--- config.mk ---
export PLATFORM = sky130hd
export DESIGN_NAME = rv_regfile
export DESIGN_NICKNAME = d
export VERILOG_FILES = /design/src/common/rv_pkg.sv /design/src/rtl/rv_regfile.sv
export SDC_FILE = /design/constraint.sdc
export NUM_CORES = 2
export LEC_CHECK = 0
export BUFFER_PORTS_ARGS = -buffer_cell sky130_fd_sc_hd__buf_2
export CAP_MARGIN = 20
export CELL_PAD_IN_SITES_DETAIL_PLACEMENT = 1
export CELL_PAD_IN_SITES_GLOBAL_PLACEMENT = 1
export CORE_ASPECT_RATIO = 0.8
export CORE_MARGIN = 3
export CORE_UTILIZATION = 35
export CTS_CLUSTER_SIZE = 30
export DETAILED_ROUTE_END_ITERATION = 7
export PLACE_DENSITY = 0.53
export SLEW_MARGIN = 5
export SYNTH_ARGS = -nofsm -noshare
export SYNTH_HDL_FRONTEND = slang
export SYNTH_SLANG_ARGS = --single-unit
--- constraint.sdc ---
create_clock -name clk -period 2.9 [get_ports clk]
set_input_delay 0.29 -clock clk [delete_from_list [all_inputs] [get_ports clk]]
set_output_delay 0.29 -clock clk [all_outputs]
set_load 0.01 [all_outputs]
--- src/common/rv_pkg.sv ---
package rv_pkg;

   // widths with a meaning
   typedef logic [63:0] xlen_t;     // register value
   typedef logic [31:0] inst_t;
   typedef logic [39:0] pc_t;
   typedef logic [38:0] paddr_t;    // Sv39 sized bus address
   typedef logic [4:0]  reg_idx_t;
   typedef logic [11:0] csr_addr_t;
   typedef logic [2:0]  funct3_t;   // also the load/store size code

   // major opcodes, ir[6:0]
   typedef enum logic [6:0] {
      OPC_LUI       = 7'b0110111,
      OPC_AUIPC     = 7'b0010111,
      OPC_LOAD      = 7'b0000011,
      OPC_STORE     = 7'b0100011,
      OPC_OP_IMM    = 7'b0010011,
      OPC_OP_IMM_32 = 7'b0011011,
      OPC_OP        = 7'b0110011,
      OPC_OP_32     = 7'b0111011,
      OPC_JAL       = 7'b1101111,
      OPC_JALR      = 7'b1100111,
      OPC_BRANCH    = 7'b1100011,
      OPC_SYSTEM    = 7'b1110011
   } opcode_e;

   typedef enum logic {
      MEM_IDLE,
      MEM_WAIT   // request out, waiting for done strobe
   } mem_state_e;

   // machine csrs kept
   localparam csr_addr_t CSR_MSTATUS = 12'h300;
   localparam csr_addr_t CSR_MTVEC   = 12'h305;
   localparam csr_addr_t CSR_MEPC    = 12'h341;
   localparam csr_addr_t CSR_MCAUSE  = 12'h342;

   localparam int MSTATUS_MIE  = 3;
   localparam int MSTATUS_MPIE = 7;

   localparam xlen_t CAUSE_MEXT = 64'h8000_0000_0000_000B; // interrupt bit + machine external
   localparam inst_t INST_NOP   = 32'h0000_0013;           // addi x0, x0, 0
   localparam inst_t INST_MRET  = 32'h3020_0073;

   typedef struct packed {
      paddr_t  address;
      xlen_t   write_data;
      logic    write_enable;   // one cycle pulse
      logic    read_enable;    // one cycle pulse
      funct3_t ls_type;
   } bus_req_t;

   typedef struct packed {
      logic valid;
      pc_t  target;
   } redirect_t;

   typedef struct packed {
      logic     en;
      reg_idx_t idx;
      xlen_t    data;
   } rf_write_t;

   typedef struct packed {
      funct3_t   op;      // csrrw/s/c, bit 2 selects the zimm forms
      csr_addr_t addr;
      xlen_t     wdata;   // rs1 value or zimm
      logic      valid;
   } csr_req_t;

endpackage
--- src/rtl/rv_regfile.sv ---
`timescale 1ns/100ps

module rv_regfile
   import rv_pkg::*;
(
   input  logic      clk,
   input  logic      reset,
   input  reg_idx_t  rs1_idx_i,
   input  reg_idx_t  rs2_idx_i,
   output xlen_t     rs1_o,
   output xlen_t     rs2_o,
   input  rf_write_t wr_i
);

   xlen_t regs [32];

   always_ff @(posedge clk or negedge reset) begin
      if (!reset) begin
         for (int i = 0; i < 32; i++) begin
            regs[i] <= '0;
         end
      end else if (wr_i.en && wr_i.idx != '0) begin   // x0 never written
         regs[wr_i.idx] <= wr_i.data;
      end
   end

   // async read ports
   assign rs1_o = regs[rs1_idx_i];
   assign rs2_o = regs[rs2_idx_i];

   a_x0_zero: assert property (@(posedge clk) disable iff (!reset)
      rs1_idx_i == '0 |-> rs1_o == '0);

endmodule

# Word level (Yosys, flattened, before mapping)
# Index checks and enable logic that the tools add are counted.
# word_totals
out_inout_bits	128
inputBits	82
regBits	2048
word_cells	51
# classes
bitwise_logic	3
magnitude_cmp	4
n_mux	9
n_reduce_logical	3
# op_table
operator	n
$bwmux 2048	1
$bmux 64 s5	2
$demux 64 s5	1
$mux 64	5
$ge 6x6->1 const B	3
$not 5->6	3
$lt 6x1->1 const B	1
$reduce_bool 5->1	1
$logic_and 1x1->1	2

# Depth between registers and ports, before layout
# logic_depth
word_depth	6
ltp_mapped	9
depth_no_buf	4

# Worst setup path before layout
# OpenSTA, ideal clock, no wires.
# synth_path
path_type	input to output
from	in rs1_idx_i[2]
to	out rs1_o[10]
path_buffers	3
t_arrival_ns	2.145
path_slack_ns	0.465
required_time_ns	2.610
stages	6
path_cell_list	buf_2 clkbuf_1 buf_1 mux4_2 mux4_2 mux2_2
# synth_between
elab_chain_cells	4
# synth_rtl
element	line	text
start: declaration	rv_regfile.sv:8	input reg_idx_t rs1_idx_i,
$not 5->6 (not written as such)	rv_regfile.sv:28	assign rs1_o = regs[rs1_idx_i];
$bmux 64 s5	rv_regfile.sv:28	
$mux 64 (not written as such) (2 in a row)	rv_regfile.sv:28	
end: declaration	rv_regfile.sv:10	output xlen_t rs1_o,
# Every way passes these cells. The select of a mux whose other input is x is not followed.

# Final worst setup path
# layout_path
from	reg regs[154] in the netlist's numbering
to	out rs1_o[26]
# layout_between
elab_chain_cells	3
# layout_rtl
element	line	text
start: declaration	rv_regfile.sv:15	xlen_t regs [32];
start signal: indexed assignment	rv_regfile.sv:23	regs[wr_i.idx] <= wr_i.data;
$bmux 64 s5	rv_regfile.sv:28	
$mux 64 (not written as such) (2 in a row)	rv_regfile.sv:28	
# Every way passes these cells. The select of a mux whose other input is x is not followed.

==> reports/results.ini <==
[sta]
timing.fmax_mhz=319
fin_ws_ns=-0.237
fin_skew_ns=0
tightestPinTransition_ns=1.09
rsz0062_at_grt=true
period_share=1.08
slew_viol_final=0
hold_violations=0
period_minus_slack_ns=3.14
setup_tns_ns=-7.63
setup_viol_count_final=80
max_slew_margin=0.271
whs_ns=0.0849

[logic_synthesis]
postSynthAreaPerCell_sq_um=16.5
syn-num-nets=6594
yosys.area.top_type_share=0.476
synth.distinct_cells=30
synth-seq-cells=2048
yosysSeqAreaShare=0.476
yosys.area.top_type=dfrtp_1
syn_area_sq_um=108000
yosysWarnings=0
syn_inst=6512
synth_area_leaders=dfrtp_1, mux4_2, mux2_2

[power_and_ir_drop]
p_total_mw=89.8
power_density_nw_per_um2=698
vdd_drop_max_v=0.000495
leakage_nw=55.1

[clock_tree]
cts_tree=yes
h-tree-depth=4
clock_latency_ns=0.90
cts_sinks=2048
clk_pin_slew_ns=0.06
root_buffer=clkbuf_16
numCtsBuffers=235
clockBufferDepth=4

[floorplan]
ioPinCount=210
die_h_microns=502
die_w_microns=626
core_area_sq_um=305000
rows=181
dieArea_sq_um=314000
initial_core_util=0.353

[worst_hold_path]
min_to=regs[717]
hp-class=in -> reg
worstHoldStart=wr_i[13]
hold_depth=2

[global_routing]
grt_pass1_wl_microns=563000
antenna_found_initial=31
overflow=0
grt_use_total=0.250
grt_max_degree=161
grt_pass1_vias=70800

[worst_setup_path]
path_max_fanout=3
cp.required_ns=2.61
cp.arrival_ns=2.85
r2r_start=regs[544]
r2r_cells=3
worstSetupPathType=reg -> out
r2r_end=regs[544]
cp-start-kind=register
critPathCaptureType=output pin
r2r_slack_ns=1.86

[placed_design]
dp_hpwl_microns=241000
numPortBuffers=209
place.gp.congestion=0.785

[layout]
fillers=29163
layout_commonest_cell=mux2_2
seqCellArea_sq_um=51200
largest_reg_flops=2048
multiInputGateArea_sq_um=54800
final_cell_mix=mux2_2, dfrtp_1, mux4_2
area_growth_pct=19.5
post-route-util=0.422
nets=6924
drive_gt1_frac=0.661
largestRegisters=regs x2048
top_register=regs

[drt]
vias=65825
dr.pass1.iters=5
ant_nets=0
drc=0
first_iter_violations=5002
drt_wl_total_microns=394000
vias_per_cell=5.96
routedWlPerCell_microns=35.6

[status]
outcome=complete, but fails checks
violations=negative setup slack

[flow_run]
cap_violations=0

## area by class of cell
type,count,share of cell area
antenna,5,0.0000972
clock buffer,335,0.0540
clock inverter,81,0.00837
inverter,1,0.0000486
multi-input combinational,3690,0.426
sequential,2048,0.398
tap,4026,0.0391
timing repair buffer,866,0.0740
## report_power, final
group / internal (mW) / switching, mW / leakage, nW
logic: 12.5 / 7.63 / 24.9
clock network: 18.7 / 12.8 / 3.95
registers: 34.0 / 4.16 / 26.3
## cells in the mapped netlist (all sizes together)
cell,instances
nand2b,5
a22o,9
nor3,4
nor2,27
mux2,2151
buf,286
o22a,3
a21oi,9
nand2,20
and2,3
mux2i,144
dfrtp,2048
nand3,6
mux4,1145
a221o,26
nor3b,1
clkbuf,487
a211o,9
inv,1
o22ai,60
nor2b,20
o31ai,3
a221oi,34
and3,6
nand4,2
a211oi,3
## stage by stage
step	std cells	cell area (sq um)	setup WS [ns]
2_1_floorplan	6512	108000	0.465
3_3_place_gp	10476	117000	-0.0345
3_5_place_dp	10476	117000	-0.0752
4_1_cts	11021	128000	-0.320
5_1_grt	11050	129000	-0.307
6_report	11052	129000	-0.237
## worst max-delay path, stage by stage (launching register included)
cell	delay (ns)
dfrtp_1	0.40
mux4_2	0.48
mux4_2	0.54
mux2_4	0.35
buf_6	0.14
## logic make-up (layout without fill, tap and decap cells)
kind of cell,after synthesis,count (layout),share of synthesized area
AOI/OAI and AO/OA,156,156,0.0112
buffers and inverters,774,1283,0.0308
DFF,2048,2048,0.476
muxes,3440,3440,0.478
other,0,5,0
and+or+nand+nor,94,94,0.00445
## how the worst max path moves through the flow
stage                 startpoint  cells past startpoint        end  slack, ns
floorplan           rs1_idx_i[2]                      6  rs1_o[10]       0.46
global placement    rs1_idx_i[0]                      7  rs1_o[46]      -0.03
detailed placement  rs1_idx_i[0]                      7  rs1_o[46]      -0.08
CTS                    regs[154]                      4  rs1_o[26]      -0.32
global route           regs[154]                      4  rs1_o[26]      -0.31
finish                 regs[154]                      4  rs1_o[26]      -0.24
## metal layers
layer	share of wire	track usage
met4	0.023	0.0544
met3	0.045	0.0365
met2	0.47	0.399
met1	0.46	0.362
met5	0.00013	0
## timing repair
item,in CTS,in global routing
gates resized for setup,349,52
hold buffers,62,0
setup buffers,79,28
hold endpoints to repair,3113,0
pin swaps,47,26
endpoints found under the setup margin,121,118
No activity file was read; power rests on OpenSTA's default activity.
