### config.mk
export PLATFORM = sky130hd
export DESIGN_NAME = rv_fetch
export DESIGN_NICKNAME = d
export VERILOG_FILES = /design/src/common/rv_pkg.sv /design/src/rtl/rv_fetch.sv
export SDC_FILE = /design/constraint.sdc
export NUM_CORES = 1
export LEC_CHECK = 0
export BUFFER_PORTS_ARGS = -buffer_cell sky130_fd_sc_hd__buf_2
export CORE_ASPECT_RATIO = 1.4
export CORE_UTILIZATION = 35
export CTS_CLUSTER_DIAMETER = 30
export DETAILED_ROUTE_END_ITERATION = 6
export PLACE_DENSITY = 0.69
export SETUP_SLACK_MARGIN = 0.2
export SLEW_MARGIN = 25
export SYNTH_ARGS = -nofsm -noshare
export SYNTH_HDL_FRONTEND = slang
export SYNTH_SLANG_ARGS = --single-unit
export TNS_END_PERCENT = 10
### constraint.sdc
create_clock -name clk -period 2.92 [get_ports clk]
set_input_delay 0.438 -clock clk [delete_from_list [all_inputs] [get_ports clk]]
set_output_delay 0.438 -clock clk [all_outputs]
set_load 0.01 [all_outputs]
### src/common/rv_pkg.sv
package rv_pkg;

   // widths with a meaning
   typedef logic [63:0] xlen_t;     // register value
   typedef logic [31:0] inst_t;
   typedef logic [39:0] pc_t;
   typedef logic [38:0] paddr_t;    // Sv39 sized bus address
   typedef logic [4:0]  reg_idx_t;
   typedef logic [11:0] csr_addr_t;
   typedef logic [2:0]  funct3_t;   // also the load/store size code

   // major opcodes, ir[6:0]
   typedef enum logic [6:0] {
      OPC_LUI       = 7'b0110111,
      OPC_AUIPC     = 7'b0010111,
      OPC_LOAD      = 7'b0000011,
      OPC_STORE     = 7'b0100011,
      OPC_OP_IMM    = 7'b0010011,
      OPC_OP_IMM_32 = 7'b0011011,
      OPC_OP        = 7'b0110011,
      OPC_OP_32     = 7'b0111011,
      OPC_JAL       = 7'b1101111,
      OPC_JALR      = 7'b1100111,
      OPC_BRANCH    = 7'b1100011,
      OPC_SYSTEM    = 7'b1110011
   } opcode_e;

   typedef enum logic {
      MEM_IDLE,
      MEM_WAIT   // request out, waiting for done strobe
   } mem_state_e;

   // machine csrs kept
   localparam csr_addr_t CSR_MSTATUS = 12'h300;
   localparam csr_addr_t CSR_MTVEC   = 12'h305;
   localparam csr_addr_t CSR_MEPC    = 12'h341;
   localparam csr_addr_t CSR_MCAUSE  = 12'h342;

   localparam int MSTATUS_MIE  = 3;
   localparam int MSTATUS_MPIE = 7;

   localparam xlen_t CAUSE_MEXT = 64'h8000_0000_0000_000B; // interrupt bit + machine external
   localparam inst_t INST_NOP   = 32'h0000_0013;           // addi x0, x0, 0
   localparam inst_t INST_MRET  = 32'h3020_0073;

   typedef struct packed {
      paddr_t  address;
      xlen_t   write_data;
      logic    write_enable;   // one cycle pulse
      logic    read_enable;    // one cycle pulse
      funct3_t ls_type;
   } bus_req_t;

   typedef struct packed {
      logic valid;
      pc_t  target;
   } redirect_t;

   typedef struct packed {
      logic     en;
      reg_idx_t idx;
      xlen_t    data;
   } rf_write_t;

   typedef struct packed {
      funct3_t   op;      // csrrw/s/c, bit 2 selects the zimm forms
      csr_addr_t addr;
      xlen_t     wdata;   // rs1 value or zimm
      logic      valid;
   } csr_req_t;

endpackage
### src/rtl/rv_fetch.sv
`timescale 1ns/100ps

module rv_fetch
   import rv_pkg::*;
#(
   parameter pc_t RESET_PC = 40'h80000000
) (
   input  logic      clk,
   input  logic      reset,
   input  redirect_t redirect_i,
   input  logic      stall_i,
   output pc_t       pc_o,
   output inst_t     ir_o,
   input  inst_t     instruction_i   // word at pc_o, same cycle
);

   pc_t   pc_q;
   inst_t ir_q;
   logic  flush_q;   // ir_q holds a wrong-path word

   always_ff @(posedge clk or negedge reset) begin
      if (!reset) begin
         pc_q    <= RESET_PC;
         ir_q    <= INST_NOP;
         flush_q <= 1'b0;
      end else if (redirect_i.valid) begin
         pc_q    <= redirect_i.target;
         ir_q    <= instruction_i;   // fall-through word, masked below
         flush_q <= 1'b1;
      end else if (!stall_i) begin
         pc_q    <= pc_q + 40'd4;
         ir_q    <= instruction_i;
         flush_q <= 1'b0;
      end
      // stall holds pc and ir
   end

   assign pc_o = pc_q;
   assign ir_o = flush_q ? INST_NOP : ir_q;   // one bubble per redirect

   // jump, branch, mtvec and mepc targets all land on word boundaries
   a_target_aligned: assert property (@(posedge clk) disable iff (!reset)
      redirect_i.valid |-> redirect_i.target[1:0] == 2'b00);

endmodule

* Word-level counts from Yosys, hierarchy flattened
Cells that the tools add are included.
W data, S select, Z words.
** Operators by class
- Add/sub/neg operators :: 1
- Equality and inequality tests :: 1
- Multiplexer cells :: 7
** Operator list (count)
- $mux W32 :: 3
- $mux W40 :: 2
- $add A40 B3 Y40 const B :: 1
- $mux W1 :: 2
- $ne A2 B2 Y1 const B :: 1
** Storage, ports and cells
- Register bits :: 73
- Input bits :: 76
- Output and inout port bits :: 72
- Word-level logic and storage cells :: 12

* Logic depth before layout (Yosys ltp)
- Depth after elaboration :: 3
- Depth in mapped cells :: 7
- Depth with buffers taken out :: 6

* Worst setup path before layout
No wires, ideal clock.
- Path type :: flip-flop to flip-flop
- From :: register pc_q[31], in the netlist pc_o[31]
- To :: register pc_q[35], in the netlist pc_o[35]
- Setup time :: 0.125 ns
- Arrival time :: 1.745 ns
- Required time :: 2.795 ns
- Slack :: 1.050 ns
- Cell stages (with the launch flop) :: 6
- Buffers on the path :: 0
- Period minus slack after synthesis :: 1.870 ns
- Cells stage by stage :: dfstp_2 -> nand3_1 -> or4_1 -> nor3_1 -> xor2_1 -> mux2_2
** On the way
- Word-level cells in the longest chain between the ends :: 3
** Ends and longest elaborated chain
- start, declared :: line rv_fetch.sv:17 : pc_t pc_q;
- start signal, assigned :: line rv_fetch.sv:27 : pc_q <= redirect_i.target;
- start signal, assigned :: line rv_fetch.sv:31 : pc_q <= pc_q + 40'd4;
- $add A40 B3 Y40 :: line rv_fetch.sv:31
- $mux W40 :: line rv_fetch.sv:30 : end else if (!stall_i) begin
- $mux W40 :: line rv_fetch.sv:26 : end else if (redirect_i.valid) begin
No other way between the ends. The select of a mux whose other input is x is not followed.
A chain may end at the register's enable or synchronous reset.

* Worst setup path in the final report
- From :: register flush_q
- To :: output port ir_o[0]
** On the way
- Word-level cells in the longest chain between the ends :: 1
** Ends and longest elaborated chain
- start, declared :: line rv_fetch.sv:19 : logic flush_q;
- start signal, assigned :: line rv_fetch.sv:25 : flush_q <= 1'b0;
- start signal, assigned :: line rv_fetch.sv:29 : flush_q <= 1'b1;
- start signal, assigned :: line rv_fetch.sv:33 : flush_q <= 1'b0;
- $mux W32 :: line rv_fetch.sv:39 : assign ir_o = flush_q ? INST_NOP : ir_q;
- end, declared :: line rv_fetch.sv:13 : output inst_t ir_o,
No other way between the ends.

==> flow_metrics.py <==
metrics = {
    "run_status": {
        "outcome": "completed",
    },
    "drt": {
        "wl_per_cell_um": 14.0,
        "drc": 0,
        "routed_via_density": 4.77,
        "vias": 3051,
        "drt-pass1-iter-count": 6,
        "drt-total-wl_um": 8920,
        "drt_iter0_markers": 109,
        "drtAntennaViolNets": 0,
    },
    "place": {
        "numPortBuffers": 147,
        "gp_congestion": 0.815,
        "dp_hpwl_um": 6650,
        "dp.cells": 622,
    },
    "synthesis": {
        "synth_compound_area_share_pct": 5.40,
        "yosysSeqAreaShare_pct": 49.4,
        "syn_inst": 353,
        "synth_fp_nets": 430,
        "synthAdderAreaFrac_pct": 0.337,
        "synth-async-reset-ratio_pct": 100,
        "yosys.area_share.simple_pct": 23.3,
        "ys_ff_latch": 73,
        "muxShareOfSynthArea_pct": 10.9,
        "synthesis.area_per_instance_sq_um": 10.5,
        "ys_types": 42,
        "synth_top_family_by_area": "simple AND/OR/NAND/NOR gates",
        "yosysWarningCount": 0,
        "ys.flop_type": "dfrtp_1",
        "synth_edf_count": 0,
        "synth_xor_area_share_pct": 8.26,
        "syn_area_sq_um": 3710,
    },
    "finish": {
        "layout_common_cells": "buf_2 (146), dfrtp_1 (69), nand2_1 (52), mux2_2 (35), o21ai_0 (34)",
        "final_common_cell": "buf_2",
        "n_fill_cell": 1018,
        "multi_input_area_sq_um": 1790,
        "diodes": 0,
        "final_layout_size_suffix_gt1_share_pct": 44.1,
        "finalNetCount": 573,
        "seqCellArea_sq_um": 1830,
        "instances_no_fill": 639,
        "synthToLayoutAreaGrowth_pct": 31.5,
        "fin_util_pct": 47.1,
    },
    "cts": {
        "post_cts_buffers": 0,
        "h-tree-depth": 3,
        "cts_hold_buf": 0,
        "cts_resized": 0,
        "cts_tree": "built",
        "clockBufferDepth": 2,
        "path_clk_slew_ns": 0.05,
        "clk_latency_ns": 0.33,
        "cts_sinks": 73,
        "cts-root-buf": "clkbuf_16",
        "cts-buffers-inserted": 9,
    },
    "floorplan": {
        "die-area_sq_um": 11000,
        "die_h_um": 124,
        "start_util_pct": 35.8,
        "pin_count": 148,
        "core_area_sq_um": 10300,
        "fp.dieW_um": 89.0,
        "num_rows": 44,
    },
    "pwr": {
        "leakage_nw": 2.26,
        "p_per_area_nw_per_um2": 553,
        "ir_drop_mv": 0.267,
        "finalPower_w": 0.00270,
    },
    "critical_path": {
        "crit_arrival_ns": 1.69,
        "critPathMaxFanout": 33,
        "slowest_delay_ns": 0.99,
        "setup.worst_path.class": "flip-flop to output port",
        "path_cells": "or2_2 > buf_2",
        "cp-start-kind": "flip-flop",
        "rrSetupSlack_ns": 0.89,
        "cp.required_ns": 2.48,
        "slowest_stage": "dfrtp_1",
        "cp_top_family": "flip-flops",
        "critical_path_buf_inv_count": 1,
        "crit_path_end_kind": "output port",
    },
    "sta": {
        "slew-limit-headroom_pct": 33.9,
        "period_share_pct": 72.7,
        "fmax_mhz": 471,
        "whs_ns": 0.0428,
        "fin_tns_setup_ns": 0,
        "finalSetupViolations": 0,
        "min_period_ns": 2.12,
        "tightest_slew_ns": 0.991,
        "drv_slew": 0,
        "fin_skew_ns": 0.00629,
        "rsz0062_at_grt": "no",
        "final_hold_viol_count": 0,
    },
    "global_route": {
        "grt_use_total_pct": 16.6,
        "grt_pass1_vias": 2916,
        "grt_max_degree": 74,
        "grt_pass1_wl_um": 13700,
        "grt.overflow.total": 0,
        "antenna_found_initial": 0,
    },
    "run": {
        "drv_cap": 0,
    },
    "hold_path": {
        "hp-class": "primary input to asynchronous set/reset pin",
    },
}
[worst paths after layout]
check                          startpoint        to  cells after the start
max reg2reg                       pc_o[2]  pc_o[24]                      6
max in group asynchronous           reset  pc_o[31]                      2
max                               flush_q   ir_o[0]                      2
min                                 reset  ir_q[26]                      1
min in group clk           redirect_i[12]  pc_o[12]                      3
min reg2reg                      ir_q[16]  ir_q[16]                      1
[sequential cells by signal, indices dropped and copies added (netlist names)]
signal / cells
pc_o: 40
ir_q: 32
flush_q: 1
[layer usage]
layer / up-vias / global-route usage, % / routed length [um]
li1: 1504 / - / -
met1: 1414 / 19.6 / 3770
met2: 118 / 28.3 / 4370
met3: 15 / 4.84 / 609
met4: 0 / 6.55 / 163
met5: - / 0 / 0
[through the flow]
step,setup slack [ns],instance area (sq um)
6_report,0.797,4880
5_1_grt,0.654,4880
4_1_cts,0.745,4860
3_5_place_dp,0.837,4550
3_3_place_gp,0.860,4550
2_1_floorplan,1.05,3710
[layout make-up]
type | count | share of cell area [%]
Sequential cell | 73 | 37.5
Clock inverter | 4 | 1.05
Clock buffer | 12 | 5.26
Timing Repair Buffer | 150 | 15.9
Multi-Input combinational cell | 261 | 36.7
Tap cell | 138 | 3.54
Inverter | 1 | 0.0769
[cells by family (layout without fill, tap and decap cells)]
family / count (synthesis) / after routing
simple gates: 150 / 150
flops: 73 / 73
compound gates: 39 / 39
mux: 36 / 36
xor+xnor: 35 / 35
buf+inv: 19 / 167
fa+ha+maj: 1 / 1
[synth_stat cells (2+ instances only)]
cell type | n | area share [%]
or2_2 | 4 | 0.67
dfrtp_1 | 69 | 47
xnor2_1 | 11 | 2.6
or3_1 | 2 | 0.34
o21ai_1 | 2 | 0.27
nand4_1 | 9 | 1.5
xor2_1 | 24 | 5.7
nor3_1 | 5 | 0.67
a31oi_1 | 2 | 0.34
buf_1 | 3 | 0.30
nand4_2 | 2 | 0.67
nor2b_1 | 30 | 5.1
mux2_2 | 35 | 11
nor2_1 | 5 | 0.51
and4_1 | 2 | 0.47
nand3_1 | 15 | 2.0
and3_1 | 6 | 1.0
nand2_1 | 52 | 5.3
dfstp_2 | 4 | 2.8
and3_2 | 2 | 0.40
o21ai_0 | 34 | 4.6
nor4_1 | 2 | 0.34
or4_1 | 2 | 0.40
clkbuf_1 | 13 | 1.3
[power by group]
group,switching (W),internal (W)
clock network,0.000398,0.000708
logic,0.000189,0.000197
registers,0.000101,0.00111
total,0.000689,0.00201
[worst register-to-register path: cells and delay by family, from the launching register on]
family | cells | cell delay (ns)
adder cells (fa/ha/maj) | 1 | 0.20
flip-flops | 1 | 0.47
AO/OA/AOI/OAI | 1 | 0.18
AND/OR/NAND/NOR | 4 | 1.10
Note: power is estimated with default switching activity, not from simulation.
