### config.mk
export PLATFORM = sky130hd
export DESIGN_NAME = rv_trap_csr
export DESIGN_NICKNAME = d
export VERILOG_FILES = /design/src/common/rv_pkg.sv /design/src/rtl/rv_trap_csr.sv
export SDC_FILE = /design/constraint.sdc
export NUM_CORES = 1
export LEC_CHECK = 0
export BUFFER_PORTS_ARGS = -buffer_cell sky130_fd_sc_hd__clkbuf_2
export CAP_MARGIN = 40
export CORE_UTILIZATION = 45
export DETAILED_ROUTE_END_ITERATION = 16
export PLACE_DENSITY = 0.72
export SETUP_SLACK_MARGIN = 0.02
export SLEW_MARGIN = 20
export SYNTH_ARGS = -nofsm -noshare
export SYNTH_HDL_FRONTEND = slang
export SYNTH_SLANG_ARGS = --single-unit
### constraint.sdc
create_clock -name clk -period 2.81 [get_ports clk]
set_input_delay 0.4215 -clock clk [delete_from_list [all_inputs] [get_ports clk]]
set_output_delay 0.4215 -clock clk [all_outputs]
set_load 0.01 [all_outputs]
### src/common/rv_pkg.sv
package rv_pkg;

   // widths with a meaning
   typedef logic [63:0] xlen_t;     // register value
   typedef logic [31:0] inst_t;
   typedef logic [39:0] pc_t;
   typedef logic [38:0] paddr_t;    // Sv39 sized bus address
   typedef logic [4:0]  reg_idx_t;
   typedef logic [11:0] csr_addr_t;
   typedef logic [2:0]  funct3_t;   // also the load/store size code

   // major opcodes, ir[6:0]
   typedef enum logic [6:0] {
      OPC_LUI       = 7'b0110111,
      OPC_AUIPC     = 7'b0010111,
      OPC_LOAD      = 7'b0000011,
      OPC_STORE     = 7'b0100011,
      OPC_OP_IMM    = 7'b0010011,
      OPC_OP_IMM_32 = 7'b0011011,
      OPC_OP        = 7'b0110011,
      OPC_OP_32     = 7'b0111011,
      OPC_JAL       = 7'b1101111,
      OPC_JALR      = 7'b1100111,
      OPC_BRANCH    = 7'b1100011,
      OPC_SYSTEM    = 7'b1110011
   } opcode_e;

   typedef enum logic {
      MEM_IDLE,
      MEM_WAIT   // request out, waiting for done strobe
   } mem_state_e;

   // machine csrs kept
   localparam csr_addr_t CSR_MSTATUS = 12'h300;
   localparam csr_addr_t CSR_MTVEC   = 12'h305;
   localparam csr_addr_t CSR_MEPC    = 12'h341;
   localparam csr_addr_t CSR_MCAUSE  = 12'h342;

   localparam int MSTATUS_MIE  = 3;
   localparam int MSTATUS_MPIE = 7;

   localparam xlen_t CAUSE_MEXT = 64'h8000_0000_0000_000B; // interrupt bit + machine external
   localparam inst_t INST_NOP   = 32'h0000_0013;           // addi x0, x0, 0
   localparam inst_t INST_MRET  = 32'h3020_0073;

   typedef struct packed {
      paddr_t  address;
      xlen_t   write_data;
      logic    write_enable;   // one cycle pulse
      logic    read_enable;    // one cycle pulse
      funct3_t ls_type;
   } bus_req_t;

   typedef struct packed {
      logic valid;
      pc_t  target;
   } redirect_t;

   typedef struct packed {
      logic     en;
      reg_idx_t idx;
      xlen_t    data;
   } rf_write_t;

   typedef struct packed {
      funct3_t   op;      // csrrw/s/c, bit 2 selects the zimm forms
      csr_addr_t addr;
      xlen_t     wdata;   // rs1 value or zimm
      logic      valid;
   } csr_req_t;

endpackage
### src/rtl/rv_trap_csr.sv
`timescale 1ns/100ps

module rv_trap_csr
   import rv_pkg::*;
#(
   parameter pc_t RESET_PC = 40'h80000000
) (
   input  logic       clk,
   input  logic       reset,
   input  csr_req_t   csr_i,
   output xlen_t      csr_rdata_o,
   input  logic       mret_i,
   input  pc_t        ir_pc_i,
   input  logic [3:0] interrupt_vector_i,
   input  logic       irq_ok_i,
   output logic       irq_take_o,
   output pc_t        trap_target_o,
   output logic       interrupt_ack_o
);

   xlen_t mstatus, mtvec, mepc, mcause;
   xlen_t csr_new;
   logic  csr_we;

   assign irq_take_o    = irq_ok_i && mstatus[MSTATUS_MIE] && interrupt_vector_i == 4'd1;
   assign trap_target_o = irq_take_o ? mtvec[39:0] : mepc[39:0];   // handler or return

   always_comb begin
      case (csr_i.addr)
         CSR_MSTATUS: csr_rdata_o = mstatus;
         CSR_MTVEC:   csr_rdata_o = mtvec;
         CSR_MEPC:    csr_rdata_o = mepc;
         CSR_MCAUSE:  csr_rdata_o = mcause;
         default:     csr_rdata_o = '0;
      endcase
   end

   always_comb begin
      case (csr_i.op[1:0])
         2'b01:   csr_new = csr_i.wdata;                  // rw
         2'b10:   csr_new = csr_rdata_o | csr_i.wdata;    // set
         default: csr_new = csr_rdata_o & ~csr_i.wdata;   // clear
      endcase
   end

   // set and clear with zero source leave the csr alone
   assign csr_we = csr_i.valid && (csr_i.op[1:0] == 2'b01 || csr_i.wdata != '0);

   always_ff @(posedge clk or negedge reset) begin
      if (!reset) begin
         mstatus         <= 64'd1 << MSTATUS_MIE;   // interrupts on
         mtvec           <= {24'b0, RESET_PC};
         mepc            <= '0;
         mcause          <= '0;
         interrupt_ack_o <= 1'b0;
      end else begin
         interrupt_ack_o <= irq_take_o;   // same edge as the jump to mtvec
         if (irq_take_o) begin
            mepc                  <= {24'b0, ir_pc_i};   // ir squashed, rerun after mret
            mcause                <= CAUSE_MEXT;
            mstatus[MSTATUS_MPIE] <= mstatus[MSTATUS_MIE];
            mstatus[MSTATUS_MIE]  <= 1'b0;
         end else if (mret_i) begin
            mstatus[MSTATUS_MIE]  <= mstatus[MSTATUS_MPIE];
            mstatus[MSTATUS_MPIE] <= 1'b1;
         end else if (csr_we) begin
            case (csr_i.addr)
               CSR_MSTATUS: mstatus <= csr_new;
               CSR_MTVEC:   mtvec   <= csr_new;
               CSR_MEPC:    mepc    <= csr_new;
               CSR_MCAUSE:  mcause  <= csr_new;
               default: ;   // unknown csr, write dropped
            endcase
         end
      end
   end

endmodule

Word level (Yosys, flattened, before mapping)
Index checks and enable logic that the tools add are counted.
- flip-flop bits (word level): 257
- output and inout bits: 106
- equality and inequality tests: 8
- mux-type cells: 17
- bitwise logic cells: 5
- reductions and logical operators: 15
- operators by type and width (kind ; number):
    2-to-1 mux 64 bit ; 8
    case mux 64 bit (4 select lines) ; 1
    case mux 64 bit (2 select lines) ; 1
    bitwise AND 64 bit ; 1
    NOT 64 bit ; 1
    OR 64 bit ; 1
    nonzero test 64 bit ; 1
    == test 12 x 10 -> 1 bit, second input constant ; 4
    2-to-1 mux 40 bit ; 1
    2-to-1 mux 8 bit ; 2
    AND reduction 4 bit ; 2
    AND reduction 3 bit ; 2
    nonzero test 2 bit ; 3
    nonzero test 3 bit ; 2
    == test 4 x 1 -> 1 bit, second input constant ; 1
    2-to-1 mux 1 bit ; 4
    logical AND 1 bit ; 3
    == test 2 x 1 -> 1 bit, second input constant ; 1
    == test 2 bit, second input constant ; 1
    inequality test 2 x 1 -> 1 bit, second input constant ; 1
    NOT 1 bit ; 2
    AND reduction 2 bit ; 1
    logical OR 1 bit ; 1

Longest topological paths before layout
- word-level depth: 8
- depth in mapped cells: 10

Worst setup path after synthesis
Ideal clock, no wire load.
- path kind: input to register
- start point: input port csr_i[78] in the netlist's numbering
- end point: register mtvec[7]
- arrival: 2.389 ns
- required time: 2.685 ns
- slack: 0.297 ns
- cell stages on the path: 8
- path buffers: 1
- cells stage by stage: inv_1 ha_1 nor4_1 nand4_1 or4_4 o2111ai_4 buf_2 mux2_2
- cells in the longest elaborated chain, start to end: 4
- ends and longest elaborated chain (item ; RTL line ; RTL):
    start: declaration ; rv_trap_csr.sv:10 ; input csr_req_t csr_i,
    == test 2 x 1 -> 1 bit ; rv_trap_csr.sv:39, rv_trap_csr.sv:47 ;
    logical OR 1 bit ; rv_trap_csr.sv:47 ; assign csr_we = csr_i.valid && (csr_i.op[1:0] == 2'b01 || csr_i.wdata != '0);
    logical AND 1 bit ; rv_trap_csr.sv:47 ;
    AND reduction 4 bit (no source line) ; - ;
    end signal: assignment ; rv_trap_csr.sv:52 ; mtvec <= {24'b0, RESET_PC};
    end signal: assignment ; rv_trap_csr.sv:69 ; CSR_MTVEC: mtvec <= csr_new;
    end: declaration ; rv_trap_csr.sv:21 ; xlen_t mstatus, mtvec, mepc, mcause;
Several ways; a longest one is shown, not always the timed one.
A chain may end at the register's enable or synchronous reset.

Final worst setup path
- start point: register mstatus[3]
- end point: output port trap_target_o[17]
- cells in the longest elaborated chain, start to end: 3
- ends and longest elaborated chain (item ; RTL line ; RTL):
    start: declaration ; rv_trap_csr.sv:21 ;
    start signal: assignment ; rv_trap_csr.sv:51 ; mstatus <= 64'd1 << MSTATUS_MIE;
    start signal: indexed assignment ; rv_trap_csr.sv:61 ; mstatus[MSTATUS_MPIE] <= mstatus[MSTATUS_MIE];
    start signal: indexed assignment ; rv_trap_csr.sv:64 ; mstatus[MSTATUS_MIE] <= mstatus[MSTATUS_MPIE];
    logical AND 1 bit (2 in a row) ; rv_trap_csr.sv:25 ; assign irq_take_o = irq_ok_i && mstatus[MSTATUS_MIE] && interrupt_vector_i == 4'd1;
    2-to-1 mux 40 bit ; rv_trap_csr.sv:26 ; assign trap_target_o = irq_take_o ? mtvec[39:0] : mepc[39:0];
    end: declaration ; rv_trap_csr.sv:17 ; output pc_t trap_target_o,
Every way passes these cells.

==> reports/qor.yml <==
status: "finished clean"
pwr-share-comb_pct: 13.9
hold_depth: 3
finalSetupViolations: 0
period_share_pct: 87.8
numCtsBuffers: 29
p_per_area_nw_per_um2: 521
dieArea_sq_um: 31900
worstPathCellList: "nand3_4, buf_4, nand2_1, nand2_1, clkbuf_2"
highest_layer: "met5"
synth-seq-cells: 257
power.leakage_uw: 0.00720
period_needed_ps: 2470
reg2regPathDepth: 6
synth.avg_cell_area_sq_um: 8.43
wl_met2_um: 21100
syn_inst: 1666
clockRootBuffer: "clkbuf_16"
wl_um: 46300
maxCapViolations: 0
critical-path-slowest-cell: "buf_4"
fin_skew_ps: 10.9
drtIter0Drc: 1360
power_frac_seq_pct: 44.2
fmax_ghz: 0.405
yosysSeqAreaShare_pct: 45.8
clkSlewWorstSetupHoldPaths_ps: 60
wl_met3_um: 4600
antenna_found_initial: 5
required_ps: 2390
synth_edf_count: 0
crit_fanout: 58
hold_path.class: "primary input to flop"
fp.dieH_um: 179
wire_per_inst_um: 20.2
synthArstFlopShare_pct: 100
slew_headroom_pct: 55.0
die_w_um: 179
overflow: 0
post-cts-setup-buffers: 0
hold_buffers: 1
cp.arrival_ps: 2050
syn-cell-area_sq_um: 14000
viasPerCell: 6.14
grt_pass1_wl_um: 72800
power_switching_uw: 2420
hpwl_um: 30100
drive_above_1_share_pct: 22.5
firstDrtPassIters: 5
setup_tns_ps: 0
start_util_pct: 45.8
clk_path_buf_depth: 3
nets: 1998
first_global_vias: 13400
layout_common_cells: "nand2_1 (389), dfrtp_1 (255), clkbuf_2 (231)"
worstSkewPairLatency_ps: 550
switching_share_pct: 27.0
vdd_ir_drop_max_mv: 0.510
layout.cells.most_common: "nand2_1"
place.gp.congestion: 0.867
pin_count: 234
p_clk_share_pct: 42.0
wl_met1_um: 18800
vias: 14000
synth_ff_type: "dfrtp_1"
finalHoldViolCount: 0
crit_type: "flop to output pin"
ant_nets: 0
r2r_slack_ps: 990
synth_nets: 1796
synth.distinct_cells: 49
io_buffers: 232
internal-power_uw: 6550
route.detailed.drc: 0
worstSetupEndpointType: "output pin"
core_sq_um: 30700
cpMostUsedCell: "nand2_1"
crit_path_start_kind: "flop"
rows: 64
final-max-slew-violation-count: 0
max_stage_delay_ps: 560
clkSinkCount: 257
placed_area_sq_um: 16200
tightest_slew_ps: 675
syn_to_final_growth_pct: 22.5
grt_max_degree: 77
tritoncts: "built"
cts_max_level: 1
cts_resized: 0
yosys_warnings: 0
rsz0062_at_grt: "false"
grt.total_usage_pct: 29.2
fin_area_sq_um: 17200
==> sequential cells by signal, indices dropped and copies added, names as in the netlist <==
signal           cells
mcause              64
mepc                64
interrupt_ack_o      1
mstatus             64
mtvec               64
==> critical path, delay by kind of cell (launching register included) <==
family / cells / cell delay, ps
buf+inv: 2 / 710
simple gates: 3 / 390
flops: 1 / 390
==> synth_stat cells, types with 27 or more instances <==
library cell	n	area, sq um
a21oi_1	139	696
a22oi_1	139	1040
a311oi_1	36	315
and2_1	29	181
buf_2	28	140
clkbuf_1	104	390
dfrtp_1	255	6380
nand2_1	389	1460
nand3_1	60	300
nand3b_1	34	255
nor2_1	74	278
o21ai_0	101	505
o22ai_1	27	169
o311ai_0	30	263
==> power groups by stage <==
stage          Sequential [uW]  Combinational (uW)  Clock, uW
5_1_grt                   3980                1360       3940
3_3_place_gp              4020                1210          0
3_5_place_dp              4020                1230          0
2_1_floorplan             3990                 623          0
6_report                  3960                1240       3760
4_1_cts                   3960                1240       3800
==> stage by stage <==
| stage | setup slack [ps] | utilization, % | power, uW | hold slack, ps | instances |
|---|---|---|---|---|---|
| 2_1_floorplan | 297 | - | 4610 | 126 | 1666 |
| 3_3_place_gp | -65.0 | 52.9 | 5220 | 454 | 2231 |
| 3_5_place_dp | -165 | 53.0 | 5250 | 463 | 2232 |
| 4_1_cts | 360 | 56.1 | 9000 | 103 | 2284 |
| 5_1_grt | 260 | 56.1 | 9280 | 127 | 2286 |
| 6_report | 343 | 56.1 | 8970 | 104 | 2287 |
==> kinds of logic after synthesis <==
kind of cell / Yosys count / share of synthesized area, %
adder cells (fa/ha/maj): 2 / 0.178
buffers and inverters: 168 / 5.14
AO/OA/AOI/OAI: 581 / 27.7
flip-flops: 257 / 45.8
multiplexers: 3 / 0.223
AND/OR/NAND/NOR: 655 / 21.0
==> area by class of cell <==
class / instances / area (sq um)
clock inverters: 11 / 108
diodes: 3 / 7.51
clock buffers: 40 / 837
well taps: 396 / 495
multi-input cells: 1241 / 6980
inverters: 4 / 20.0
flip-flops and latches: 257 / 6430
repair buffers: 335 / 2330
fillers: 2744 / 13500
==> worst paths after layout <==
| kind | endpoint | start |
|---|---|---|
| min in group asynchronous | interrupt_ack_o | reset |
| max in group asynchronous | mtvec[31] | reset |
| worst max-delay path | trap_target_o[17] | mstatus[3] |
| worst min register to register | mstatus[48] | mstatus[48] |
| worst max register to register | mepc[7] | mstatus[7] |
| worst min-delay path | mepc[26] | ir_pc_i[26] |
==> layer usage <==
layer / GRT usage [%] / vias up
met1: 40.5 / 6699
met2: 45.3 / 770
li1: - / 6456
met3: 4.41 / 112
met4: 12.4 / 4
met5: 0 / -
No activity file was read; power rests on OpenSTA's default activity.
