File: src/common/rv_pkg.sv
package rv_pkg;

   // widths with a meaning
   typedef logic [63:0] xlen_t;     // register value
   typedef logic [31:0] inst_t;
   typedef logic [39:0] pc_t;
   typedef logic [38:0] paddr_t;    // Sv39 sized bus address
   typedef logic [4:0]  reg_idx_t;
   typedef logic [11:0] csr_addr_t;
   typedef logic [2:0]  funct3_t;   // also the load/store size code

   // major opcodes, ir[6:0]
   typedef enum logic [6:0] {
      OPC_LUI       = 7'b0110111,
      OPC_AUIPC     = 7'b0010111,
      OPC_LOAD      = 7'b0000011,
      OPC_STORE     = 7'b0100011,
      OPC_OP_IMM    = 7'b0010011,
      OPC_OP_IMM_32 = 7'b0011011,
      OPC_OP        = 7'b0110011,
      OPC_OP_32     = 7'b0111011,
      OPC_JAL       = 7'b1101111,
      OPC_JALR      = 7'b1100111,
      OPC_BRANCH    = 7'b1100011,
      OPC_SYSTEM    = 7'b1110011
   } opcode_e;

   typedef enum logic {
      MEM_IDLE,
      MEM_WAIT   // request out, waiting for done strobe
   } mem_state_e;

   // machine csrs kept
   localparam csr_addr_t CSR_MSTATUS = 12'h300;
   localparam csr_addr_t CSR_MTVEC   = 12'h305;
   localparam csr_addr_t CSR_MEPC    = 12'h341;
   localparam csr_addr_t CSR_MCAUSE  = 12'h342;

   localparam int MSTATUS_MIE  = 3;
   localparam int MSTATUS_MPIE = 7;

   localparam xlen_t CAUSE_MEXT = 64'h8000_0000_0000_000B; // interrupt bit + machine external
   localparam inst_t INST_NOP   = 32'h0000_0013;           // addi x0, x0, 0
   localparam inst_t INST_MRET  = 32'h3020_0073;

   typedef struct packed {
      paddr_t  address;
      xlen_t   write_data;
      logic    write_enable;   // one cycle pulse
      logic    read_enable;    // one cycle pulse
      funct3_t ls_type;
   } bus_req_t;

   typedef struct packed {
      logic valid;
      pc_t  target;
   } redirect_t;

   typedef struct packed {
      logic     en;
      reg_idx_t idx;
      xlen_t    data;
   } rf_write_t;

   typedef struct packed {
      funct3_t   op;      // csrrw/s/c, bit 2 selects the zimm forms
      csr_addr_t addr;
      xlen_t     wdata;   // rs1 value or zimm
      logic      valid;
   } csr_req_t;

endpackage
File: src/execute/rv_execute.sv
`timescale 1ns/100ps

module rv_execute
   import rv_pkg::*;
(
   input  logic      clk,
   input  logic      reset,
   input  inst_t     ir_i,
   input  pc_t       pc_i,             // address of ir_i
   input  xlen_t     rs1_i,
   input  xlen_t     rs2_i,
   output rf_write_t rf_wr_o,
   output redirect_t redirect_o,
   output logic      stall_o,
   output bus_req_t  bus_o,
   input  logic      bus_read_done_i,
   input  logic      bus_write_done_i,
   input  xlen_t     bus_read_data_i,
   output csr_req_t  csr_o,
   input  xlen_t     csr_rdata_i,
   output logic      mret_o,
   output logic      irq_ok_o,         // ir may be squashed for an interrupt
   input  logic      irq_take_i,
   input  pc_t       trap_target_i
);

   opcode_e    opcode;
   funct3_t    f3;
   logic       is_load, is_store, mem_done;
   mem_state_e mem_state;
   logic       bubble_q;   // ir is the flush NOP
   xlen_t      alu_result, load_val, st_data;
   logic       taken;
   pc_t        alu_target;
   paddr_t     mem_addr;
   logic       rd_en_q, wr_en_q;
   paddr_t     addr_q;
   xlen_t      wdata_q;
   funct3_t    ls_q;

   rv_alu i_rv_alu (
      .ir_i           (ir_i),
      .pc_i           (pc_i),
      .rs1_i          (rs1_i),
      .rs2_i          (rs2_i),
      .result_o       (alu_result),
      .branch_taken_o (taken),
      .target_o       (alu_target),
      .mem_addr_o     (mem_addr)
   );

   assign opcode   = opcode_e'(ir_i[6:0]);
   assign f3       = ir_i[14:12];
   assign is_load  = opcode == OPC_LOAD;
   assign is_store = opcode == OPC_STORE;
   assign mem_done = mem_state == MEM_WAIT && (is_load ? bus_read_done_i : bus_write_done_i);
   assign stall_o  = (is_load || is_store) && !mem_done;   // hold ir until done

   // no interrupt in a bubble, mid access or on mret itself
   assign irq_ok_o = !bubble_q && !is_load && !is_store && ir_i != INST_MRET;

   always_comb begin
      case (f3)
         3'b000:  load_val = {{56{bus_read_data_i[7]}}, bus_read_data_i[7:0]};
         3'b100:  load_val = {56'b0, bus_read_data_i[7:0]};
         3'b001:  load_val = {{48{bus_read_data_i[15]}}, bus_read_data_i[15:0]};
         3'b101:  load_val = {48'b0, bus_read_data_i[15:0]};
         3'b010:  load_val = {{32{bus_read_data_i[31]}}, bus_read_data_i[31:0]};
         3'b110:  load_val = {32'b0, bus_read_data_i[31:0]};
         default: load_val = bus_read_data_i;   // ld
      endcase
   end

   always_comb begin
      case (f3[1:0])
         2'b00:   st_data = {56'b0, rs2_i[7:0]};
         2'b01:   st_data = {48'b0, rs2_i[15:0]};
         2'b10:   st_data = {32'b0, rs2_i[31:0]};
         default: st_data = rs2_i;
      endcase
   end

   // load/store step machine
   always_ff @(posedge clk or negedge reset) begin
      if (!reset) begin
         mem_state <= MEM_IDLE;
         rd_en_q   <= 1'b0;
         wr_en_q   <= 1'b0;
      end else begin
         rd_en_q <= 1'b0;   // enables are single pulses
         wr_en_q <= 1'b0;
         case (mem_state)
            MEM_IDLE: if (is_load || is_store) begin
               rd_en_q   <= is_load;
               wr_en_q   <= is_store;
               mem_state <= MEM_WAIT;
            end
            default: if (mem_done) mem_state <= MEM_IDLE;
         endcase
      end
   end

   // address and data hold until the next access
   always_ff @(posedge clk) begin
      if (mem_state == MEM_IDLE && (is_load || is_store)) begin
         addr_q  <= mem_addr;
         wdata_q <= st_data;
         ls_q    <= f3;
      end
   end

   assign bus_o = '{address: addr_q, write_data: wdata_q, write_enable: wr_en_q,
                    read_enable: rd_en_q, ls_type: ls_q};

   // csr port, squashed with ir on an interrupt
   assign csr_o.op    = f3;
   assign csr_o.addr  = ir_i[31:20];
   assign csr_o.wdata = f3[2] ? {59'b0, ir_i[19:15]} : rs1_i;   // zimm forms
   assign csr_o.valid = opcode == OPC_SYSTEM && f3 != 3'b000 && !irq_take_i;
   assign mret_o      = ir_i == INST_MRET && !irq_take_i;

   // register write source
   always_comb begin
      rf_wr_o.idx  = ir_i[11:7];
      rf_wr_o.en   = 1'b0;
      rf_wr_o.data = alu_result;
      case (opcode)
         OPC_LUI, OPC_AUIPC, OPC_OP_IMM, OPC_OP_IMM_32,
         OPC_OP, OPC_OP_32, OPC_JAL, OPC_JALR: rf_wr_o.en = !irq_take_i;
         OPC_LOAD: begin
            rf_wr_o.en   = mem_done;
            rf_wr_o.data = load_val;
         end
         OPC_SYSTEM: begin
            rf_wr_o.en   = csr_o.valid;
            rf_wr_o.data = csr_rdata_i;   // old csr value
         end
         default: ;
      endcase
   end

   // redirect merge, interrupt first
   always_comb begin
      redirect_o.valid  = irq_take_i || mret_o || taken;
      redirect_o.target = (irq_take_i || mret_o) ? trap_target_i : alu_target;
   end

   always_ff @(posedge clk or negedge reset) begin
      if (!reset) begin
         bubble_q <= 1'b1;   // ir is NOP out of reset
      end else begin
         bubble_q <= redirect_o.valid;
      end
   end

   a_one_enable: assert property (@(posedge clk) disable iff (!reset)
      !(bus_o.read_enable && bus_o.write_enable));

endmodule

File: src/execute/rv_alu.sv
`timescale 1ns/100ps

module rv_alu
   import rv_pkg::*;
(
   input  inst_t  ir_i,
   input  pc_t    pc_i,             // address of ir_i
   input  xlen_t  rs1_i,
   input  xlen_t  rs2_i,
   output xlen_t  result_o,
   output logic   branch_taken_o,   // also set for jal / jalr
   output pc_t    target_o,
   output paddr_t mem_addr_o
);

   opcode_e     opcode;
   funct3_t     f3;
   logic        is_reg;   // OP / OP_32, second operand from rs2
   logic        alt;      // ir[30], sub and arithmetic shift
   xlen_t       imm_u, imm_i, imm_s, imm_j, imm_b;
   xlen_t       opb;
   logic [5:0]  shamt;
   xlen_t       pc_ext;
   xlen_t       ea;       // rs1 + imm, loads/stores/jalr
   xlen_t       sra_res;  // sra / srai
   logic [31:0] sraw_res; // sraw / sraiw
   xlen_t       full_res;
   logic [31:0] word_res;
   logic        cond;

   assign opcode = opcode_e'(ir_i[6:0]);
   assign f3     = ir_i[14:12];
   assign is_reg = opcode == OPC_OP || opcode == OPC_OP_32;
   assign alt    = ir_i[30];

   // immediates
   assign imm_u = {{32{ir_i[31]}}, ir_i[31:12], 12'b0};
   assign imm_i = {{52{ir_i[31]}}, ir_i[31:20]};
   assign imm_s = {{52{ir_i[31]}}, ir_i[31:25], ir_i[11:7]};
   assign imm_j = {{44{ir_i[31]}}, ir_i[19:12], ir_i[20], ir_i[30:21], 1'b0};
   assign imm_b = {{52{ir_i[31]}}, ir_i[7], ir_i[30:25], ir_i[11:8], 1'b0};

   assign opb    = is_reg ? rs2_i : imm_i;
   assign shamt  = is_reg ? rs2_i[5:0] : ir_i[25:20];
   assign pc_ext = {24'b0, pc_i};
   assign ea     = rs1_i + ((opcode == OPC_STORE) ? imm_s : imm_i);

   // sign bit shifted in
   assign sra_res  = $signed(rs1_i) >>> shamt;
   assign sraw_res = $signed(rs1_i[31:0]) >>> shamt[4:0];

   always_comb begin
      case (f3)
         3'b000:  full_res = (is_reg && alt) ? rs1_i - opb : rs1_i + opb;
         3'b001:  full_res = rs1_i << shamt;
         3'b010:  full_res = {63'b0, $signed(rs1_i) < $signed(opb)};
         3'b011:  full_res = {63'b0, rs1_i < opb};
         3'b100:  full_res = rs1_i ^ opb;
         3'b101:  full_res = alt ? sra_res : rs1_i >> shamt;
         3'b110:  full_res = rs1_i | opb;
         default: full_res = rs1_i & opb;
      endcase
   end

   // word forms, 5 bit shift amount
   always_comb begin
      case (f3)
         3'b001:  word_res = rs1_i[31:0] << shamt[4:0];
         3'b101:  word_res = alt ? sraw_res : rs1_i[31:0] >> shamt[4:0];
         default: word_res = (is_reg && alt) ? rs1_i[31:0] - opb[31:0]
                                             : rs1_i[31:0] + opb[31:0];
      endcase
   end

   always_comb begin
      case (opcode)
         OPC_LUI:                  result_o = imm_u;
         OPC_AUIPC:                result_o = pc_ext + imm_u;
         OPC_JAL, OPC_JALR:        result_o = pc_ext + 64'd4;   // link
         OPC_OP_IMM_32, OPC_OP_32: result_o = {{32{word_res[31]}}, word_res};
         default:                  result_o = full_res;
      endcase
   end

   always_comb begin
      case (f3)
         3'b000:  cond = rs1_i == rs2_i;
         3'b001:  cond = rs1_i != rs2_i;
         3'b100:  cond = $signed(rs1_i) < $signed(rs2_i);
         3'b101:  cond = $signed(rs1_i) >= $signed(rs2_i);
         3'b110:  cond = rs1_i < rs2_i;
         3'b111:  cond = rs1_i >= rs2_i;
         default: cond = 1'b0;
      endcase
   end

   assign branch_taken_o = (opcode == OPC_BRANCH && cond) ||
                           opcode == OPC_JAL || opcode == OPC_JALR;

   always_comb begin
      case (opcode)
         OPC_JAL:  target_o = pc_i + imm_j[39:0];
         OPC_JALR: target_o = ea[39:0] & ~40'd1;
         default:  target_o = pc_i + imm_b[39:0];
      endcase
   end

   assign mem_addr_o = ea[38:0];

endmodule

File: config.mk
export PLATFORM = sky130hd
export DESIGN_NAME = rv_execute
export DESIGN_NICKNAME = d
export VERILOG_FILES = /design/src/common/rv_pkg.sv /design/src/execute/rv_execute.sv /design/src/execute/rv_alu.sv
export SDC_FILE = /design/constraint.sdc
export NUM_CORES = 2
export LEC_CHECK = 0
export ABC_AREA = 1
export BUFFER_PORTS_ARGS = -buffer_cell sky130_fd_sc_hd__buf_2
export CELL_PAD_IN_SITES_DETAIL_PLACEMENT = 1
export CELL_PAD_IN_SITES_GLOBAL_PLACEMENT = 1
export CORE_AREA = 4 4 349 420
export DETAILED_ROUTE_END_ITERATION = 16
export DIE_AREA = 0 0 353 424
export PLACE_DENSITY_LB_ADDON = 0.1
export SYNTH_ARGS = -nofsm -noshare
export SYNTH_HDL_FRONTEND = slang
export SYNTH_SLANG_ARGS = --single-unit
File: constraint.sdc
create_clock -name clk -period 23.8 [get_ports clk]
set_input_delay 4.76 -clock clk [delete_from_list [all_inputs] [get_ports clk]]
set_output_delay 4.76 -clock clk [all_outputs]
set_load 0.05 [all_outputs]
### Word-level counts from Yosys, hierarchy flattened

Cells that the tools add are included.

* register bits after elaboration: 110
* word-level logic and storage cells: 111

* $add $sub $neg: 9
* magnitude comparators: 6
* eq/ne operators: 25
* shift operators: 6
* mux-type cells: 26
* bitwise gates (word level): 4
* reductions and logical operators: 28

Operators with widths (number)
* $pmux W64 S7: 1
* $pmux W64 S6: 1
* $lt A64 B64 Y1: 4
* $mux W64: 4
* $pmux W64 S4: 1
* $pmux W64 S3: 1
* $ge A64 B64 Y1: 2
* $pmux W64 S2: 1
* $add A40 B40 Y40: 3
* $pmux W40 S2: 1
* $add A64 B64 Y64: 1
* $and A64 B64 Y64: 1
* $eq A64 B64 Y1: 1
* $mux W32: 2
* $ne A64 B64 Y1: 1
* $or A64 B64 Y64: 1
* $pmux W32 S2: 1
* $shl A64 B6 Y64: 1
* $shr A64 B6 Y64: 1
* $sshr A64 B6 Y64: 1
* $sub A64 B64 Y64: 1
* $xor A64 B64 Y64: 1
* $add A41 B32 Y42: 1
* $add A40 B3 Y41 const B: 1
* 31 further kinds: 70

### Longest topological paths before layout

* depth in word-level cells: 8
* gate-level depth with buffers: 37
* gate-level depth less buffers: 33

### Modules after synthesis

A second synthesis with hierarchy kept.

* cells, all modules: 8262
* area, all modules: 43131.4 um2

By module, submodules not included
* rv_alu: times used 1, cells each 7252, area an instance 35957.0 um2, seq. area each 0.0 um2
* rv_execute: times used 1, cells each 1010, area an instance 7174.4 um2, seq. area each 3284.4 um2

### Least setup slack after synthesis

No wires, ideal clock.

* path type: input to output
* from: input ir_i[1]
* to: output rf_wr_o[45] (netlist bit)
* arrival: 9.554 ns
* path slack: 9.486 ns
* cell stages on the path: 34
* buffers on the path: 5
* cells stage by stage: nand2_1 nor2_1 nand2_4 buf_6 nand2_1 nand2_1 clkbuf_1 buf_2 buf_1 ha_1 nand3_1 nor3_2 nand2_1 nor2_1 nand4_1 o41ai_2 nand2_1 xor2_1 ha_1 a21oi_1 inv_1 a21oi_1 inv_1 a211oi_1 nand2_1 nand3b_1 nand3_1 nand2_2 nand2_4 nor2_8 buf_6 nand2_1 nand2_1 nand2_1

RTL lines
* from (decl): RTL line rv_execute.sv:8 `input inst_t ir_i,`
* to (decl): RTL line rv_execute.sv:12 `output rf_write_t rf_wr_o,`

==> flow_summary.yaml <==
critical_path:
  critPathSlowestCell: "nand2_1"
  cp-end-kind: "primary output"
  r2r_end: "wdata_q[61]"
  startpoint_type: "primary input"
  r2r_cells: 3
  slowest_delay_ns: 0.59
  path_max_fanout: 39
  crit_top_cell: "nand2_1"
  critPathTopFamily: "simple AND/OR/NAND/NOR gates"
  arrival_ns: 12.10
  rrSetupSlack_ns: 20.91
  r2r-start: "mem_state"
  crit_buf_inv: 6
  cp.required_ns: 19.04
  crit_type: "primary input to primary output"
worst_hold_path:
  min_from: "mem_state"
  hp-class: "flop to flop"
  worstHoldEndpoint: "mem_state"
  hold_depth: 2
layout:
  seq_area_um2: 3284
  multi_input_area_um2: 33990
  finalNetCount: 9291
  final_util: 0.3371
  drive_above_1_share: 0.1081
  nFillCells: 19990
  syn_to_final_growth_pct: 12.80
  fin_area_um2: 48010
global_route:
  overflow: 0
  antenna_found_initial: 28
  grt_pass1_wl_um: 494600
  grt_pass1_vias: 61400
  grt_max_degree: 79
  grt_use_total: 0.4683
logic_synthesis:
  synth-seq-cells: 110
  muxShareOfSynthArea: 0.001411
  synth.distinct_cells: 69
  synth_cells: 8069
  synth_nets: 8851
  ys_seq_area_frac: 0.07716
  synth-xor-area-share: 0.01975
  synth_enable_flop_cells: 106
  yosys_warnings: 0
  synthAdderAreaFrac: 0.1211
  synth_compound_area_frac: 0.2368
  synth_top_family_by_area: "simple AND/OR/NAND/NOR gates"
  syn_area_um2: 42560
  synthArstFlopShare: 0.03636
  synth_ff_type: "edfxtp_1"
  synth-simple-area-share: 0.4157
  avgSynthCellArea_um2: 5.275
die:
  die_height_um: 424
  die_area_um2: 149700
  core_um2: 142400
  fp-row-count: 152
  io_pins: 675
  die_w_um: 353
  start_util: 0.2988
sta:
  hold_viol: 0
  fin_crit_ns: 16.86
  drv_slew: 3
  fin_crit_sh: 0.7086
  clock_skew_ns: 0.04041
  worst_pin_slew_ns: 1.644
  setup-violations-final: 0
  setup_tns_ns: 0
  rsz0062_at_grt: "no"
  timing.fmax_mhz: 59.30
  layout_setup_ws_ns: 6.936
  max-slew-margin-rel: -0.1009
routing:
  post-route-drc-count: 0
  vias: 62380
  drtIter0Drc: 6724
  wl_um: 367600
  ant_nets: 0
  dr.pass1.iters: 5
  viasPerCell: 6.011
  wl_per_cell_um: 35.43
cts:
  post_cts_resize_count: 0
  postCtsSetupRepairBufs: 0
  clkTransAtPathRegs_ns: 0.13
  root_buffer: "clkbuf_16"
  cts_tree: "done"
  cts_max_level: 3
  clk_latency_ns: 0.50
  clock_path_buffers: 2
  cts.sinks: 110
  cts_inserted_buffers: 9
  hold_buffers: 0
power_and_ir_drop:
  finalPower_uw: 1902
  p_clk_frac: 0.106
  p_per_area_nw_per_um2: 39.62
  power.internal_uw: 631.4
  switchingPower_uw: 1271
  power_frac_seq: 0.117
  switching_share: 0.6681
  p_leak_uw: 0.02435
  pwr-share-comb: 0.777
  peakVddDrop_mv: 0.04899
place:
  place_ws_ns: 7.123
  gp_congestion: 1.123
  dpl_cell_area_um2: 47650
  dp_hpwl_um: 307500
  place.port_buffers: 674
outcome:
  status: "finished, violations left"
  violations: "max-capacitance violations, max-slew violations"
job:
  cap_viol_max_count: 3
cell families (layout without fill, tap and decap cells):
kind of cell | count (synthesis) | in the layout
multiplexers | 6 | 6
AO/OA/AOI/OAI | 1792 | 1792
AND/OR/NAND/NOR | 4260 | 4260
XOR/XNOR | 96 | 96
other | 0 | 15
buffers and inverters | 1396 | 1841
adder cells (fa/ha/maj) | 409 | 409
flip-flops | 110 | 110
worst max-delay path by stage:
stage / from / endpoint / slack (ns) / depth (start not counted)
2_1_floorplan: ir_i[1] / rf_wr_o[45] / 9.49 / 34
3_3_place_gp: ir_i[5] / rf_wr_o[63] / 7.24 / 35
3_5_place_dp: ir_i[5] / rf_wr_o[63] / 7.12 / 35
4_1_cts: ir_i[5] / rf_wr_o[63] / 7.10 / 35
5_1_grt: ir_i[1] / rf_wr_o[63] / 6.51 / 35
6_report: ir_i[5] / rf_wr_o[63] / 6.94 / 33
placed cells by master, fill, tap and decap left out, types with 34 or more instances in the layout:
cell type / instances
edfxtp_1: 106
nand3_1: 758
o21ai_0: 688
ha_1: 404
o21a_1: 34
a21oi_1: 639
nor2_1: 891
buf_4: 99
inv_1: 1024
xor2_1: 84
o211ai_1: 81
or2_2: 58
a31oi_1: 71
o21ai_1: 42
nand4_1: 77
nor3_1: 98
buf_2: 673
o21bai_1: 45
nand2_1: 2276
state kept, by name (all words and copies together) (netlist names):
name / flops
mem_state: 1
wr_en_q: 1
ls_q: 3
bubble_q: 1
wdata_q: 64
addr_q: 39
rd_en_q: 1
worst register-to-register path, cell delays in order (launching register included):
cell and delay (ns):
dfrtp_1 0.55, nor2_4 0.30, buf_4 0.71, buf_4 0.84
area by class of cell:
cell class,count,area share
inverters,1053,0.08238
clock buffers,9,0.004691
clock inverters,7,0.002007
diodes,15,0.0007818
flip-flops and latches,110,0.06841
well taps,1848,0.04816
multi-input cells,6563,0.7079
repair buffers,772,0.08563
cell usage after synthesis, drive strengths merged (84+ instances only):
cell	count	area share
nor3	103	0.013
edfxtp	106	0.075
nor2	911	0.081
clkbuf	201	0.018
nand2	2283	0.20
xor2	84	0.017
ha	404	0.12
nand3	758	0.089
buf	142	0.017
o21ai	749	0.090
inv	1041	0.092
a21oi	639	0.075
power groups by stage:
stage,clock (uW),combinational [uW],sequential (uW)
2_1_floorplan,0,788,231
3_3_place_gp,0,1410,226
3_5_place_dp,0,1420,226
4_1_cts,201,1420,222
5_1_grt,209,1530,222
6_report,202,1480,222
through the flow:
stage | std cells | hold WS, ns
floorplan | 8069 | 0.4983
global placement | 10350 | 0.7478
detailed placement | 10350 | 0.7480
CTS | 10360 | 0.7690
global route | 10370 | 0.8068
finish | 10380 | 0.7800
layer usage:
layer | vias to the layer above | wire (um) | global-route usage
met5 | - | 118 | 0
met4 | 18 | 47800 | 0.4876
met3 | 1194 | 29370 | 0.09707
met2 | 3468 | 160000 | 0.7398
met1 | 30180 | 130400 | 0.5076
li1 | 27520 | - | -
Power figures use the tool's default switching activity.
